--- config.mk ---
export PLATFORM = sky130hd
export DESIGN_NAME = issue_decoder_top
export DESIGN_NICKNAME = d
export VERILOG_FILES = /design/src/decode_pkg.sv /design/src/dispatch_unit.sv /design/src/inst_field_decoder.sv /design/src/issue_decoder_top.sv /design/src/operand_resolver.sv
export VERILOG_INCLUDE_DIRS = /design/src /design/src/src
export SDC_FILE = /design/constraint.sdc
export NUM_CORES = 1
export LEC_CHECK = 0
export BUFFER_PORTS_ARGS = -buffer_cell sky130_fd_sc_hd__buf_2
export CORE_MARGIN = 2
export CORE_UTILIZATION = 26
export CTS_BUF_LIST = sky130_fd_sc_hd__clkbuf_4 sky130_fd_sc_hd__clkbuf_8
export CTS_CLUSTER_DIAMETER = 100
export DETAILED_ROUTE_END_ITERATION = 16
export PLACE_DENSITY = 0.6
export REMOVE_ABC_BUFFERS = 1
export SLEW_MARGIN = 20
export SYNTH_ARGS = -nofsm -noshare
export SYNTH_HDL_FRONTEND = slang
export SYNTH_SLANG_ARGS = --single-unit
--- constraint.sdc ---
create_clock -name clk -period 10.4 [get_ports clk]
set_input_delay 0 -clock clk [delete_from_list [all_inputs] [get_ports clk]]
set_output_delay 0 -clock clk [all_outputs]
set_load 0.05 [all_outputs]
--- src/decode_params.svh ---
`ifndef DECODE_PARAMS_SVH
`define DECODE_PARAMS_SVH

// width of one data word and of every address in the core
`define XLEN 32

// architectural register number, x0 to x31
`define REG_IDX_W 5

// number of entries in the reorder buffer and in the load/store buffer
`define ROB_DEPTH 16
`define LSB_DEPTH 16

// a ROB tag names one of the ROB_DEPTH entries
`define ROB_TAG_W 4

// rs1 and rs2 are looked up and resolved side by side
`define NUM_SRC 2

// the JALR target always has its lowest bit cleared
`define JALR_ALIGN_MASK {{(`XLEN - 1){1'b1}}, 1'b0}

`endif

--- src/decode_pkg.sv ---
`include "decode_params.svh"

package decode_pkg;

    typedef logic [`XLEN-1:0] word_t;
    typedef logic [`REG_IDX_W-1:0] reg_idx_t;
    typedef logic [`ROB_TAG_W-1:0] rob_tag_t;

    // one extra bit so that a full counter can hold the depth itself
    typedef logic [$clog2(`ROB_DEPTH + 1)-1:0] credit_t;

    // upper-immediate covers both LUI and AUIPC
    typedef enum logic [3:0] {
        CLS_UPPER,
        CLS_JAL,
        CLS_JALR,
        CLS_BRANCH,
        CLS_LOAD,
        CLS_STORE,
        CLS_OP_IMM,
        CLS_OP,
        CLS_ILLEGAL
    } inst_class_e;

    // encodings are fixed because the ROB decodes them directly
    typedef enum logic [1:0] {
        REG_WRITE = 2'b00,
        STORE     = 2'b01,
        BRANCH    = 2'b10
    } rob_type_e;

    typedef enum logic {
        IDLE,
        WAIT_TARGET
    } jalr_state_e;

    // register file answer for one source, with the ROB entry already looked up
    typedef struct packed {
        logic     dirty;
        word_t    rf_value;
        rob_tag_t rob_tag;
        logic     rob_ready;
        word_t    rob_value;
    } src_lookup_t;

    // result broadcast from an execution unit
    typedef struct packed {
        logic     valid;
        rob_tag_t tag;
        word_t    value;
    } cdb_t;

    // a resolved operand, or the tag it still waits for
    typedef struct packed {
        word_t    value;
        logic     need_rob;
        rob_tag_t rob_tag;
    } operand_t;

    typedef struct packed {
        inst_class_e inst_class;
        logic [2:0]  funct3;
        logic        funct7_b30;
        reg_idx_t    rd;
        word_t       imm;
        rob_type_e   rob_type;
        logic        rob_ready;
        word_t       rob_ans;
        logic        to_rs;
        logic        to_lsb;
        logic        is_store;
        logic        writes_rd;
        word_t       pc;
        logic        pred_jump;
        word_t       jalr_offset;
    } decoded_t;

    typedef struct packed {
        decoded_t                   dec;
        operand_t [`NUM_SRC-1:0]    src;
        rob_tag_t                   rob_tag;
    } dispatch_t;

endpackage

--- src/dispatch_unit.sv ---
`timescale 1ns/1ps
`include "decode_params.svh"

module dispatch_unit (
    input  logic                                clk,
    input  logic                                reset,
    input  logic                                rollback,
    input  logic                                inst_valid,
    input  decode_pkg::decoded_t                decoded,
    input  decode_pkg::operand_t [`NUM_SRC-1:0] operands,
    input  decode_pkg::cdb_t                    alu_cdb,
    input  decode_pkg::cdb_t                    lsb_cdb,
    input  decode_pkg::rob_tag_t                alloc_tag,
    input  logic                                rob_credit_return,
    input  logic                                lsb_credit_return,
    output logic                                inst_ready,
    output logic                                dispatch_valid,
    output decode_pkg::dispatch_t               dispatch,
    output logic                                redirect_valid,
    output decode_pkg::word_t                   redirect_pc,
    output logic                                jalr_stall
);
    import decode_pkg::*;

    localparam credit_t ROB_FULL = credit_t'(`ROB_DEPTH);
    localparam credit_t LSB_FULL = credit_t'(`LSB_DEPTH);

    credit_t     rob_credit;
    credit_t     lsb_credit;
    jalr_state_e state;
    rob_tag_t    wait_tag;
    word_t       saved_offset;
    logic        accept;
    logic        is_jalr;
    logic        alu_hit;
    logic        lsb_hit;
    logic        wake;
    word_t       jalr_base;
    word_t       jalr_off;
    word_t       jalr_target;

    // a return and a spend in the same cycle leave the count unchanged
    function automatic credit_t credit_next(credit_t cnt, logic ret, logic spend);
        credit_t nxt;
        nxt = cnt;
        if (ret && !spend) begin
            nxt = cnt + 1'b1;
        end else if (!ret && spend) begin
            nxt = cnt - 1'b1;
        end
        return nxt;
    endfunction

    // every instruction needs a free LSB slot too, not only loads and stores
    assign inst_ready = (state == IDLE) && (rob_credit != '0) && (lsb_credit != '0);
    assign accept     = inst_valid && inst_ready;
    assign is_jalr    = (decoded.inst_class == CLS_JALR);
    assign jalr_stall = (state == WAIT_TARGET);

    // while waiting, watch both broadcasts for the tag that produces rs1
    assign alu_hit = alu_cdb.valid && (alu_cdb.tag == wait_tag);
    assign lsb_hit = lsb_cdb.valid && (lsb_cdb.tag == wait_tag);
    assign wake    = (state == WAIT_TARGET) && (alu_hit || lsb_hit);

    // one adder serves both the immediate target and the delayed one
    always_comb begin
        if (state == WAIT_TARGET) begin
            jalr_base = alu_hit ? alu_cdb.value : lsb_cdb.value;
            jalr_off  = saved_offset;
        end else begin
            jalr_base = operands[0].value;
            jalr_off  = decoded.jalr_offset;
        end
        jalr_target = (jalr_base + jalr_off) & `JALR_ALIGN_MASK;
    end

    // a flush empties the back end, so both buffers are free again
    always_ff @(posedge clk) begin
        if (reset || rollback) begin
            rob_credit <= ROB_FULL;
            lsb_credit <= LSB_FULL;
        end else begin
            rob_credit <= credit_next(rob_credit, rob_credit_return, accept);
            lsb_credit <= credit_next(lsb_credit, lsb_credit_return,
                                      accept && decoded.to_lsb);
        end
    end

    always_ff @(posedge clk) begin
        if (reset || rollback) begin
            state          <= IDLE;
            dispatch_valid <= 1'b0;
            redirect_valid <= 1'b0;
        end else begin
            dispatch_valid <= accept;
            redirect_valid <= 1'b0;
            case (state)
                IDLE: begin
                    if (accept && is_jalr) begin
                        // an unresolved base holds fetch until its producer broadcasts
                        if (operands[0].need_rob) begin
                            state <= WAIT_TARGET;
                        end else begin
                            redirect_valid <= 1'b1;
                        end
                    end
                end
                WAIT_TARGET: begin
                    if (wake) begin
                        state          <= IDLE;
                        redirect_valid <= 1'b1;
                    end
                end
                default: state <= IDLE;
            endcase
        end
    end

    // payload registers, only qualified by the valid flags above
    always_ff @(posedge clk) begin
        if (accept) begin
            dispatch.dec     <= decoded;
            dispatch.src     <= operands;
            dispatch.rob_tag <= alloc_tag;
        end
        if (accept && is_jalr) begin
            wait_tag     <= operands[0].rob_tag;
            saved_offset <= decoded.jalr_offset;
        end
        if ((accept && is_jalr) || wake) begin
            redirect_pc <= jalr_target;
        end
    end

endmodule

--- src/inst_field_decoder.sv ---
`timescale 1ns/1ps
`include "decode_params.svh"

module inst_field_decoder (
    input  decode_pkg::word_t                   inst,
    input  decode_pkg::word_t                   inst_pc,
    input  logic                                pred_jump,
    output decode_pkg::decoded_t                decoded,
    output decode_pkg::reg_idx_t [`NUM_SRC-1:0] rs_index
);
    import decode_pkg::*;

    word_t imm_i;
    word_t imm_s;
    word_t imm_b;
    word_t imm_u;
    word_t imm_j;

    // register indices go to the register file whatever the class
    assign rs_index[0] = inst[19:15];
    assign rs_index[1] = inst[24:20];

    // every immediate format is built in parallel and the class picks one
    assign imm_i = {{21{inst[31]}}, inst[30:20]};
    assign imm_s = {{21{inst[31]}}, inst[30:25], inst[11:7]};
    assign imm_b = {{20{inst[31]}}, inst[7], inst[30:25], inst[11:8], 1'b0};
    assign imm_u = {inst[31:12], 12'b0};
    assign imm_j = {{12{inst[31]}}, inst[19:12], inst[20], inst[30:21], 1'b0};

    always_comb begin
        decoded             = '0;
        decoded.funct3      = inst[14:12];
        decoded.funct7_b30  = inst[30];
        decoded.rd          = inst[11:7];
        decoded.pc          = inst_pc;
        decoded.pred_jump   = pred_jump;
        decoded.jalr_offset = imm_i;
        decoded.rob_type    = REG_WRITE;
        decoded.inst_class  = CLS_ILLEGAL;

        case (inst[6:0])
            7'b0110111, 7'b0010111: begin
                decoded.inst_class = CLS_UPPER;
                decoded.imm        = imm_u;
                decoded.writes_rd  = 1'b1;
                // LUI needs no unit at all, AUIPC still adds the pc in the ALU
                if (inst[5]) begin
                    decoded.rob_ready = 1'b1;
                    decoded.rob_ans   = imm_u;
                end else begin
                    decoded.to_rs = 1'b1;
                end
            end
            7'b1101111: begin
                decoded.inst_class = CLS_JAL;
                decoded.imm        = imm_j;
                decoded.to_rs      = 1'b1;
                decoded.writes_rd  = 1'b1;
            end
            7'b1100111: begin
                // the link value is known now, the target is handled by dispatch
                decoded.inst_class = CLS_JALR;
                decoded.imm        = imm_i;
                decoded.writes_rd  = 1'b1;
                decoded.rob_ready  = 1'b1;
                decoded.rob_ans    = inst_pc + 32'd4;
            end
            7'b1100011: begin
                decoded.inst_class = CLS_BRANCH;
                decoded.imm        = imm_b;
                decoded.rd         = '0;
                decoded.rob_type   = BRANCH;
                decoded.to_rs      = 1'b1;
            end
            7'b0000011: begin
                decoded.inst_class = CLS_LOAD;
                decoded.imm        = imm_i;
                decoded.to_lsb     = 1'b1;
                decoded.writes_rd  = 1'b1;
            end
            7'b0100011: begin
                // a store commits from the LSB, so its ROB entry is ready at once
                decoded.inst_class = CLS_STORE;
                decoded.imm        = imm_s;
                decoded.rd         = '0;
                decoded.rob_type   = STORE;
                decoded.rob_ready  = 1'b1;
                decoded.to_lsb     = 1'b1;
                decoded.is_store   = 1'b1;
            end
            7'b0010011: begin
                decoded.inst_class = CLS_OP_IMM;
                decoded.imm        = imm_i;
                decoded.to_rs      = 1'b1;
                decoded.writes_rd  = 1'b1;
            end
            7'b0110011: begin
                decoded.inst_class = CLS_OP;
                decoded.to_rs      = 1'b1;
                decoded.writes_rd  = 1'b1;
            end
            default: begin
                // unknown opcodes are passed on with no routing and no rd write
                decoded.inst_class = CLS_ILLEGAL;
            end
        endcase
    end

endmodule

--- src/issue_decoder_top.sv ---
`timescale 1ns/1ps
`include "decode_params.svh"

module issue_decoder_top (
    input  logic                                   clk,
    input  logic                                   reset,
    input  logic                                   rollback,
    input  logic                                   inst_valid,
    input  decode_pkg::word_t                      inst,
    input  decode_pkg::word_t                      inst_pc,
    input  logic                                   pred_jump,
    output logic                                   inst_ready,
    output decode_pkg::reg_idx_t [`NUM_SRC-1:0]    rs_index,
    input  decode_pkg::src_lookup_t [`NUM_SRC-1:0] src_lookup,
    input  decode_pkg::cdb_t                       alu_cdb,
    input  decode_pkg::cdb_t                       lsb_cdb,
    input  decode_pkg::rob_tag_t                   alloc_tag,
    input  logic                                   rob_credit_return,
    input  logic                                   lsb_credit_return,
    output logic                                   dispatch_valid,
    output decode_pkg::dispatch_t                  dispatch,
    output logic                                   redirect_valid,
    output decode_pkg::word_t                      redirect_pc,
    output logic                                   jalr_stall
);
    import decode_pkg::*;

    decoded_t                decoded;
    operand_t [`NUM_SRC-1:0] operands;

    // the register file answers rs_index in the same cycle through src_lookup
    inst_field_decoder i_field_decoder (
        .inst      (inst),
        .inst_pc   (inst_pc),
        .pred_jump (pred_jump),
        .decoded   (decoded),
        .rs_index  (rs_index)
    );

    // rs1 and rs2 are resolved by identical units
    for (genvar i = 0; i < `NUM_SRC; i++) begin : g_resolver
        operand_resolver i_resolver (
            .lookup  (src_lookup[i]),
            .alu_cdb (alu_cdb),
            .lsb_cdb (lsb_cdb),
            .operand (operands[i])
        );
    end

    dispatch_unit i_dispatch (
        .clk               (clk),
        .reset             (reset),
        .rollback          (rollback),
        .inst_valid        (inst_valid),
        .decoded           (decoded),
        .operands          (operands),
        .alu_cdb           (alu_cdb),
        .lsb_cdb           (lsb_cdb),
        .alloc_tag         (alloc_tag),
        .rob_credit_return (rob_credit_return),
        .lsb_credit_return (lsb_credit_return),
        .inst_ready        (inst_ready),
        .dispatch_valid    (dispatch_valid),
        .dispatch          (dispatch),
        .redirect_valid    (redirect_valid),
        .redirect_pc       (redirect_pc),
        .jalr_stall        (jalr_stall)
    );

endmodule

--- src/operand_resolver.sv ---
`timescale 1ns/1ps

module operand_resolver (
    input  decode_pkg::src_lookup_t lookup,
    input  decode_pkg::cdb_t        alu_cdb,
    input  decode_pkg::cdb_t        lsb_cdb,
    output decode_pkg::operand_t    operand
);

    logic alu_hit;
    logic lsb_hit;

    // a broadcast only counts when it carries the tag this source waits for
    assign alu_hit = alu_cdb.valid && (alu_cdb.tag == lookup.rob_tag);
    assign lsb_hit = lsb_cdb.valid && (lsb_cdb.tag == lookup.rob_tag);

    always_comb begin
        operand = '0;
        if (!lookup.dirty) begin
            // no pending writer, the architectural value is current
            operand.value = lookup.rf_value;
        end else if (lookup.rob_ready) begin
            // the writer has finished but not yet committed
            operand.value = lookup.rob_value;
        end else if (alu_hit) begin
            operand.value = alu_cdb.value;
        end else if (lsb_hit) begin
            operand.value = lsb_cdb.value;
        end else begin
            // still in flight, the reservation station snoops for this tag
            operand.need_rob = 1'b1;
            operand.rob_tag  = lookup.rob_tag;
        end
    end

endmodule

Word-level counts from Yosys, hierarchy flattened --
Cells that the tools add are included.
Operators by class: muxes and demuxes 39, reductions and logical operators 36, add/sub/neg operators 6, bitwise gates (word level) 2, div/mod/pow operators 0, equal/unequal tests 16, $mul 0, shift-type cells 0, magnitude comparators 0
Operators by type and width (count):
- $mux W32 | 11
- $pmux W32 S5 | 1
- $pmux W32 S2 | 1
- $mux W5 | 9
- $mux W33 | 1
- $add A32 B3 Y32 const B | 1
- $add A32 B32 Y32 | 1
- $pmux W4 S8 | 1
- $eq A4 B4 Y1 | 6
- $eq A7 B6 Y1 const B | 3
- $eq A7 B7 Y1 const B | 3
- $logic_and A1 B1 Y1 | 16
- $eq A7 B5 Y1 const B | 2
- $add A5 B1 Y5 const B | 2
- $mux W1 | 10
- $reduce_bool A5 Y1 | 2
- $sub A5 B1 Y5 const B | 2
- $pmux W1 S2 | 4
- $reduce_or A2 Y1 | 4
- $reduce_or A4 Y1 | 2
- $eq A7 B2 Y1 const B | 1
- $reduce_or A7 Y1 | 1
- $reduce_or A3 Y1 | 2
- $eq A4 B2 Y1 const B | 1
- other kinds (5) | 12
Word-level totals: bits in latches 0, bits in read-only memories 0, memories 0, memory bits (writable) 0, input bits 289, logic and storage cells 129, register bits after elaboration 267, output and inout port bits 273

Longest topological paths before layout --
depth after elaboration 9, gate-level depth with buffers 22, gate-level depth less buffers 19

Hierarchy --
From an unflattened synthesis, not the netlist that was laid out.
Unflattened totals: cells, all modules 1621, area total of the unflattened synthesis 17651.9 µm²
Modules (own cells, without submodules):
- dispatch_unit | instances 1, area each 12358.1 µm², cells each 765, sequential area each 9088.7 µm²
- operand_resolver | instances 2, area each 1595.3 µm², cells each 267, sequential area each 0.0 µm²
- inst_field_decoder | instances 1, area each 2103.3 µm², cells each 322, sequential area each 0.0 µm²

Least setup slack after synthesis --
OpenSTA, ideal clock, no wires.
path kind reg2reg, from register i_dispatch.state (netlist: i_dispatch.jalr_stall), to register i_dispatch.lsb_credit[4], buffers on the path 1, arrival 8.022 ns, required time 10.338 ns, clock period less this slack 8.084 ns, library setup time 0.062 ns, stages on the path, launching flop included 14, path slack 2.316 ns, path through dfxtp_1 -> clkbuf_1 -> nor3_1 -> nand2_1 -> inv_1 -> nand2_1 -> ha_1 -> inv_1 -> ha_1 -> a21o_1 -> a21oi_1 -> xnor2_1 -> or3_1 -> nand3_1
On the way: longest elaborated chain between the ends 8, elaborated cells between the ends (all ways) 10, classes of those cells mux: 1; bitwise: 1; reduce/logical: 8
Ends and longest elaborated chain:
- start: declaration | RTL line dispatch_unit.sv:30 | jalr_state_e state;
- start signal: assignment | RTL line dispatch_unit.sv:91 | state <= IDLE;
- start signal: assignment | RTL line dispatch_unit.sv:102 | state <= WAIT_TARGET;
- start signal: assignment | RTL line dispatch_unit.sv:110 | state <= IDLE;
- $not A1 Y1 (*) | RTL line dispatch_unit.sv:55 | assign inst_ready = (state == IDLE) && (rob_credit != '0) && (lsb_credit != '0);
- $logic_and A1 B1 Y1 (*) (2 in series) | RTL line dispatch_unit.sv:55
- via inst_ready | RTL line issue_decoder_top.sv:12 | output logic inst_ready,
- $logic_and A1 B1 Y1 (*) | RTL line dispatch_unit.sv:56 | assign accept = inst_valid && inst_ready;
- via i_dispatch.accept | RTL line dispatch_unit.sv:33 | logic accept;
- $logic_and A1 B1 Y1 (*) | RTL line dispatch_unit.sv:85 | accept && decoded.to_lsb);
- $logic_not A1 Y1 | RTL line dispatch_unit.sv:46 | if (ret && !spend) begin
- $logic_and A1 B1 Y1 | RTL line dispatch_unit.sv:46
- $mux W5 / $reduce_bool A2 Y1 (equally long branches)
- end signal: assignment | RTL line dispatch_unit.sv:84 | lsb_credit <= credit_next(lsb_credit, lsb_credit_return,
- end: declaration | RTL line dispatch_unit.sv:29 | credit_t lsb_credit;
The timed path passes the listed nets; every way through them passes the cells marked *. A chain may end at the register's enable or synchronous reset.

==> out/metrics.yaml <==
setup_violations: 0
cp_common_cell: "o21ai_0"
die_y_um: 241
layout_commonest_cell: "buf_2"
synth_cell_types: 70
fin_util_pct: 38.4
yosys_warnings: 0
r2r_start: "i_dispatch.wait_tag[2]"
root_buffer: "clkbuf_8"
critPathSlowestCell: "dlygate4sd3_1"
cp_cell_sequence: "dlygate4sd3_1 -> buf_2 -> xor2_1 -> nor4_1 -> and2_1 -> buf_4 -> a22oi_1 -> o21ai_0 -> mux2i_1 -> dlygate4sd3_1 -> inv_1 -> o21ai_0 -> fa_1 -> nor2b_1 -> o31a_1 -> o311ai_1 -> o21ai_1 -> a211oi_1 -> nor3_1 -> and2_1 -> o21ai_0 -> a221oi_1"
htreeDepth: 2
synth_top_area_cell: "edfxtp_1"
final_hold_viol_count: 0
std_cell_rows: 87
initial_core_util_pct: 26.1
p_per_area_nw_per_um2: 156
ys_seq_elements: 265
fin_worst_skew_ns: 0.0474
status: "completed"
power_frac_comb_pct: 26.0
switching_share_pct: 33.6
grt_usage_pct: 19.6
max_slew_margin_pct: 30.3
gp_congestion: 0.926
viasPerCell: 4.90
grt.overflow.total: 0
synth_mux_area_share_pct: 5.18
syn_inst: 1357
portBuffers: 560
cts_inserted_buffers: 53
cap_viol_max_count: 0
ff2ff_path_depth: 16
top_level_ports: 562
final_cell_mix: "buf_2 (560), edfxtp_1 (252), dlygate4sd3_1 (233), nand2_1 (184), nor2_1 (109)"
cts_tree: "yes"
vdd.ir_drop.worst_uv: 76.2
dp_hpwl_um: 43500
grt_pass1_wl_um: 85600
async_flop_share_pct: 0
syn_area_um2: 14700
finalNetCount: 2446
clk_pin_slew_worst_paths_ns: 0.06
synth_top_family_by_area: "compound AO/OA/AOI/OAI gates"
die_w_um: 241
critPathTopFamily: "buffers and inverters"
critPathRequiredTime_ns: 10.81
synth_xor_area_share_pct: 5.18
grt_pass1_vias: 13800
clock_latency_ns: 0.65
vias: 14300
drtPass1Iterations: 5
synth-simple-area-share_pct: 13.0
p_leak_nw: 9.15
pwr-share-seq_pct: 38.3
grt_max_degree: 90
hold_end: "i_dispatch.dispatch[3]"
synth_fa_ha_area_share_pct: 3.82
postRouteAntennaNets: 0
tightest_slew_ns: 1.04
yosys.area.top_type_share_pct: 51.6
clkPwrFrac_pct: 35.7
hold_start: "alloc_tag[3]"
synth-seq-area-share_pct: 53.4
cts.sinks: 265
internal_power_mw: 2.24
avgSynthCellArea_um2: 10.8
fin_setup_tns_ns: 0
path_max_fanout: 32
postCtsSetupBuffers: 0
r2r_end: "i_dispatch.redirect_pc[20]"
core_area_um2: 56100
wl_um: 60200
dieArea_um2: 58300
cp-start-kind: "primary input"
synth-main-ff-cell: "edfxtp_1"
rsz0062_at_grt: "false"
drc_errors: 0
cts.path.max_buffers: 3
fmax_ghz: 0.188
antenna_found_initial: 6
hold_class: "primary input to flip-flop"
end_kind: "flip-flop"
synth-edff-count: 252
min_period_over_period_pct: 51.2
crit_arrival_ns: 5.74
drive_above_1_share_pct: 34.3
reg2reg_slack_ns: 5.56
crit_buf_inv: 5
synthTopCellsByArea: "edfxtp_1 (52%), mux2_2 (4.8%), nand2_1 (4.7%)"
min_period_ns: 5.33
drt_iter0_markers: 1211
cts_resized: 0
slowest_delay_ns: 0.59
synthToLayoutAreaGrowth_pct: 47.0
hold_depth: 2
p_sw_mw: 1.13
wl_per_cell_um: 20.6
crit_type: "primary input to flip-flop"
synth_compound_area_share_pct: 15.3
slew_viol_final: 0
routing by layer:
layer | vias to the layer above | wire length [um] | GRT usage, %
li1 | 6527 | - | -
met1 | 6875 | 25000 | 25.8
met2 | 727 | 28100 | 31.4
met3 | 154 | 4700 | 4.31
met4 | 2 | 2390 | 7.69
met5 | - | 7 | 0
worst reg2reg max path, delay by kind of cell, from the launching register on:
family / cells / cell delay, ns
XOR/XNOR: 1 / 0.18
adder cells (fa/ha/maj): 1 / 0.51
flip-flops: 1 / 0.42
AO/OA/AOI/OAI: 7 / 1.32
AND/OR/NAND/NOR: 7 / 2.19
how the worst max path moves through the flow:
stage                                startpoint                         end  slack [ns]  cells past startpoint
after global routing             src_lookup[35]  i_dispatch.redirect_pc[20]        4.66                     22
after global placement           src_lookup[35]  i_dispatch.redirect_pc[30]        5.56                     20
after detailed placement         src_lookup[35]  i_dispatch.redirect_pc[30]        5.44                     20
after floorplan           i_dispatch.jalr_stall    i_dispatch.lsb_credit[4]        1.63                     12
final                            src_lookup[35]  i_dispatch.redirect_pc[20]        5.07                     22
after CTS                        src_lookup[35]  i_dispatch.redirect_pc[20]        5.21                     22
logic make-up after synthesis:
group	Yosys count
mux	68
fa+ha+maj	43
compound gates	346
simple gates	426
xor+xnor	85
other cells	1
buf+inv	123
flops	265
registers in the layout (all words and copies together), names as in the netlist:
name                       count
i_dispatch.redirect_pc        31
i_dispatch.jalr_stall          1
i_dispatch.redirect_valid      1
i_dispatch.lsb_credit          5
i_dispatch.rob_credit          5
i_dispatch.saved_offset       12
i_dispatch.dispatch_valid      1
i_dispatch.dispatch          205
i_dispatch.wait_tag            4
power groups by stage:
stage                     Clock (mW)  Combinational [mW]  Sequential (mW)
after global placement             0               0.781             1.31
after global routing            1.28               0.927             1.29
after floorplan                    0               0.249             1.58
final                           1.20               0.876             1.29
after detailed placement           0               0.788             1.31
after CTS                       1.24               0.869             1.29
synthesized netlist by cell type (3+ instances only):
| cell type | n |
|---|---|
| mux2i_1 | 5 |
| a31oi_1 | 35 |
| a211o_1 | 3 |
| o22ai_1 | 10 |
| fa_1 | 3 |
| nor2_1 | 111 |
| a21oi_1 | 51 |
| a211oi_1 | 6 |
| inv_1 | 18 |
| a22o_1 | 4 |
| nor3_1 | 13 |
| and3_1 | 12 |
| xor2_1 | 41 |
| buf_1 | 3 |
| and2_1 | 29 |
| buf_2 | 4 |
| ha_1 | 40 |
| o21ai_0 | 93 |
| buf_4 | 33 |
| or2_2 | 3 |
| nor2b_1 | 9 |
| o21a_1 | 7 |
| nand3_1 | 29 |
| o21bai_1 | 8 |
| edfxtp_1 | 252 |
| nand2b_1 | 7 |
| a221oi_1 | 3 |
| clkbuf_1 | 64 |
| mux2_2 | 63 |
| a21o_1 | 34 |
| or3_1 | 7 |
| xnor2_1 | 43 |
| nand2_1 | 184 |
| dfxtp_1 | 13 |
| a22oi_1 | 63 |
| nor4_1 | 3 |
| nand4_1 | 6 |
| and4_1 | 3 |
stage by stage:
| stage | hold slack (ns) | area (um2) | instances | total power [mW] | setup slack (ns) |
|---|---|---|---|---|---|
| 3_3_place_gp | 0.178 | 18000 | 2581 | 2.09 | 5.56 |
| 2_1_floorplan | 0 | 14100 | 1252 | 1.83 | 1.63 |
| 4_1_cts | 0.00194 | 21500 | 2913 | 3.40 | 5.21 |
| 6_report | 0.0723 | 21600 | 2917 | 3.37 | 5.07 |
| 3_5_place_dp | 0.181 | 18000 | 2581 | 2.10 | 5.44 |
| 5_1_grt | 0.0539 | 21600 | 2916 | 3.50 | 4.66 |
final cells by class:
cell class,count,area [um2]
antenna,3,7.51
clock buffer,66,840
clock inverter,33,328
fill,5487,34500
inverter,18,75.1
multi-input combinational,969,6270
sequential,265,7830
tap,756,946
timing repair buffer,807,5260
repair_timing:
action,in CTS,in global routing
setup endpoints to repair,0,0
hold buffers,233,0
endpoints found under the hold margin,234,0
Note: power is estimated with default switching activity, not from simulation.
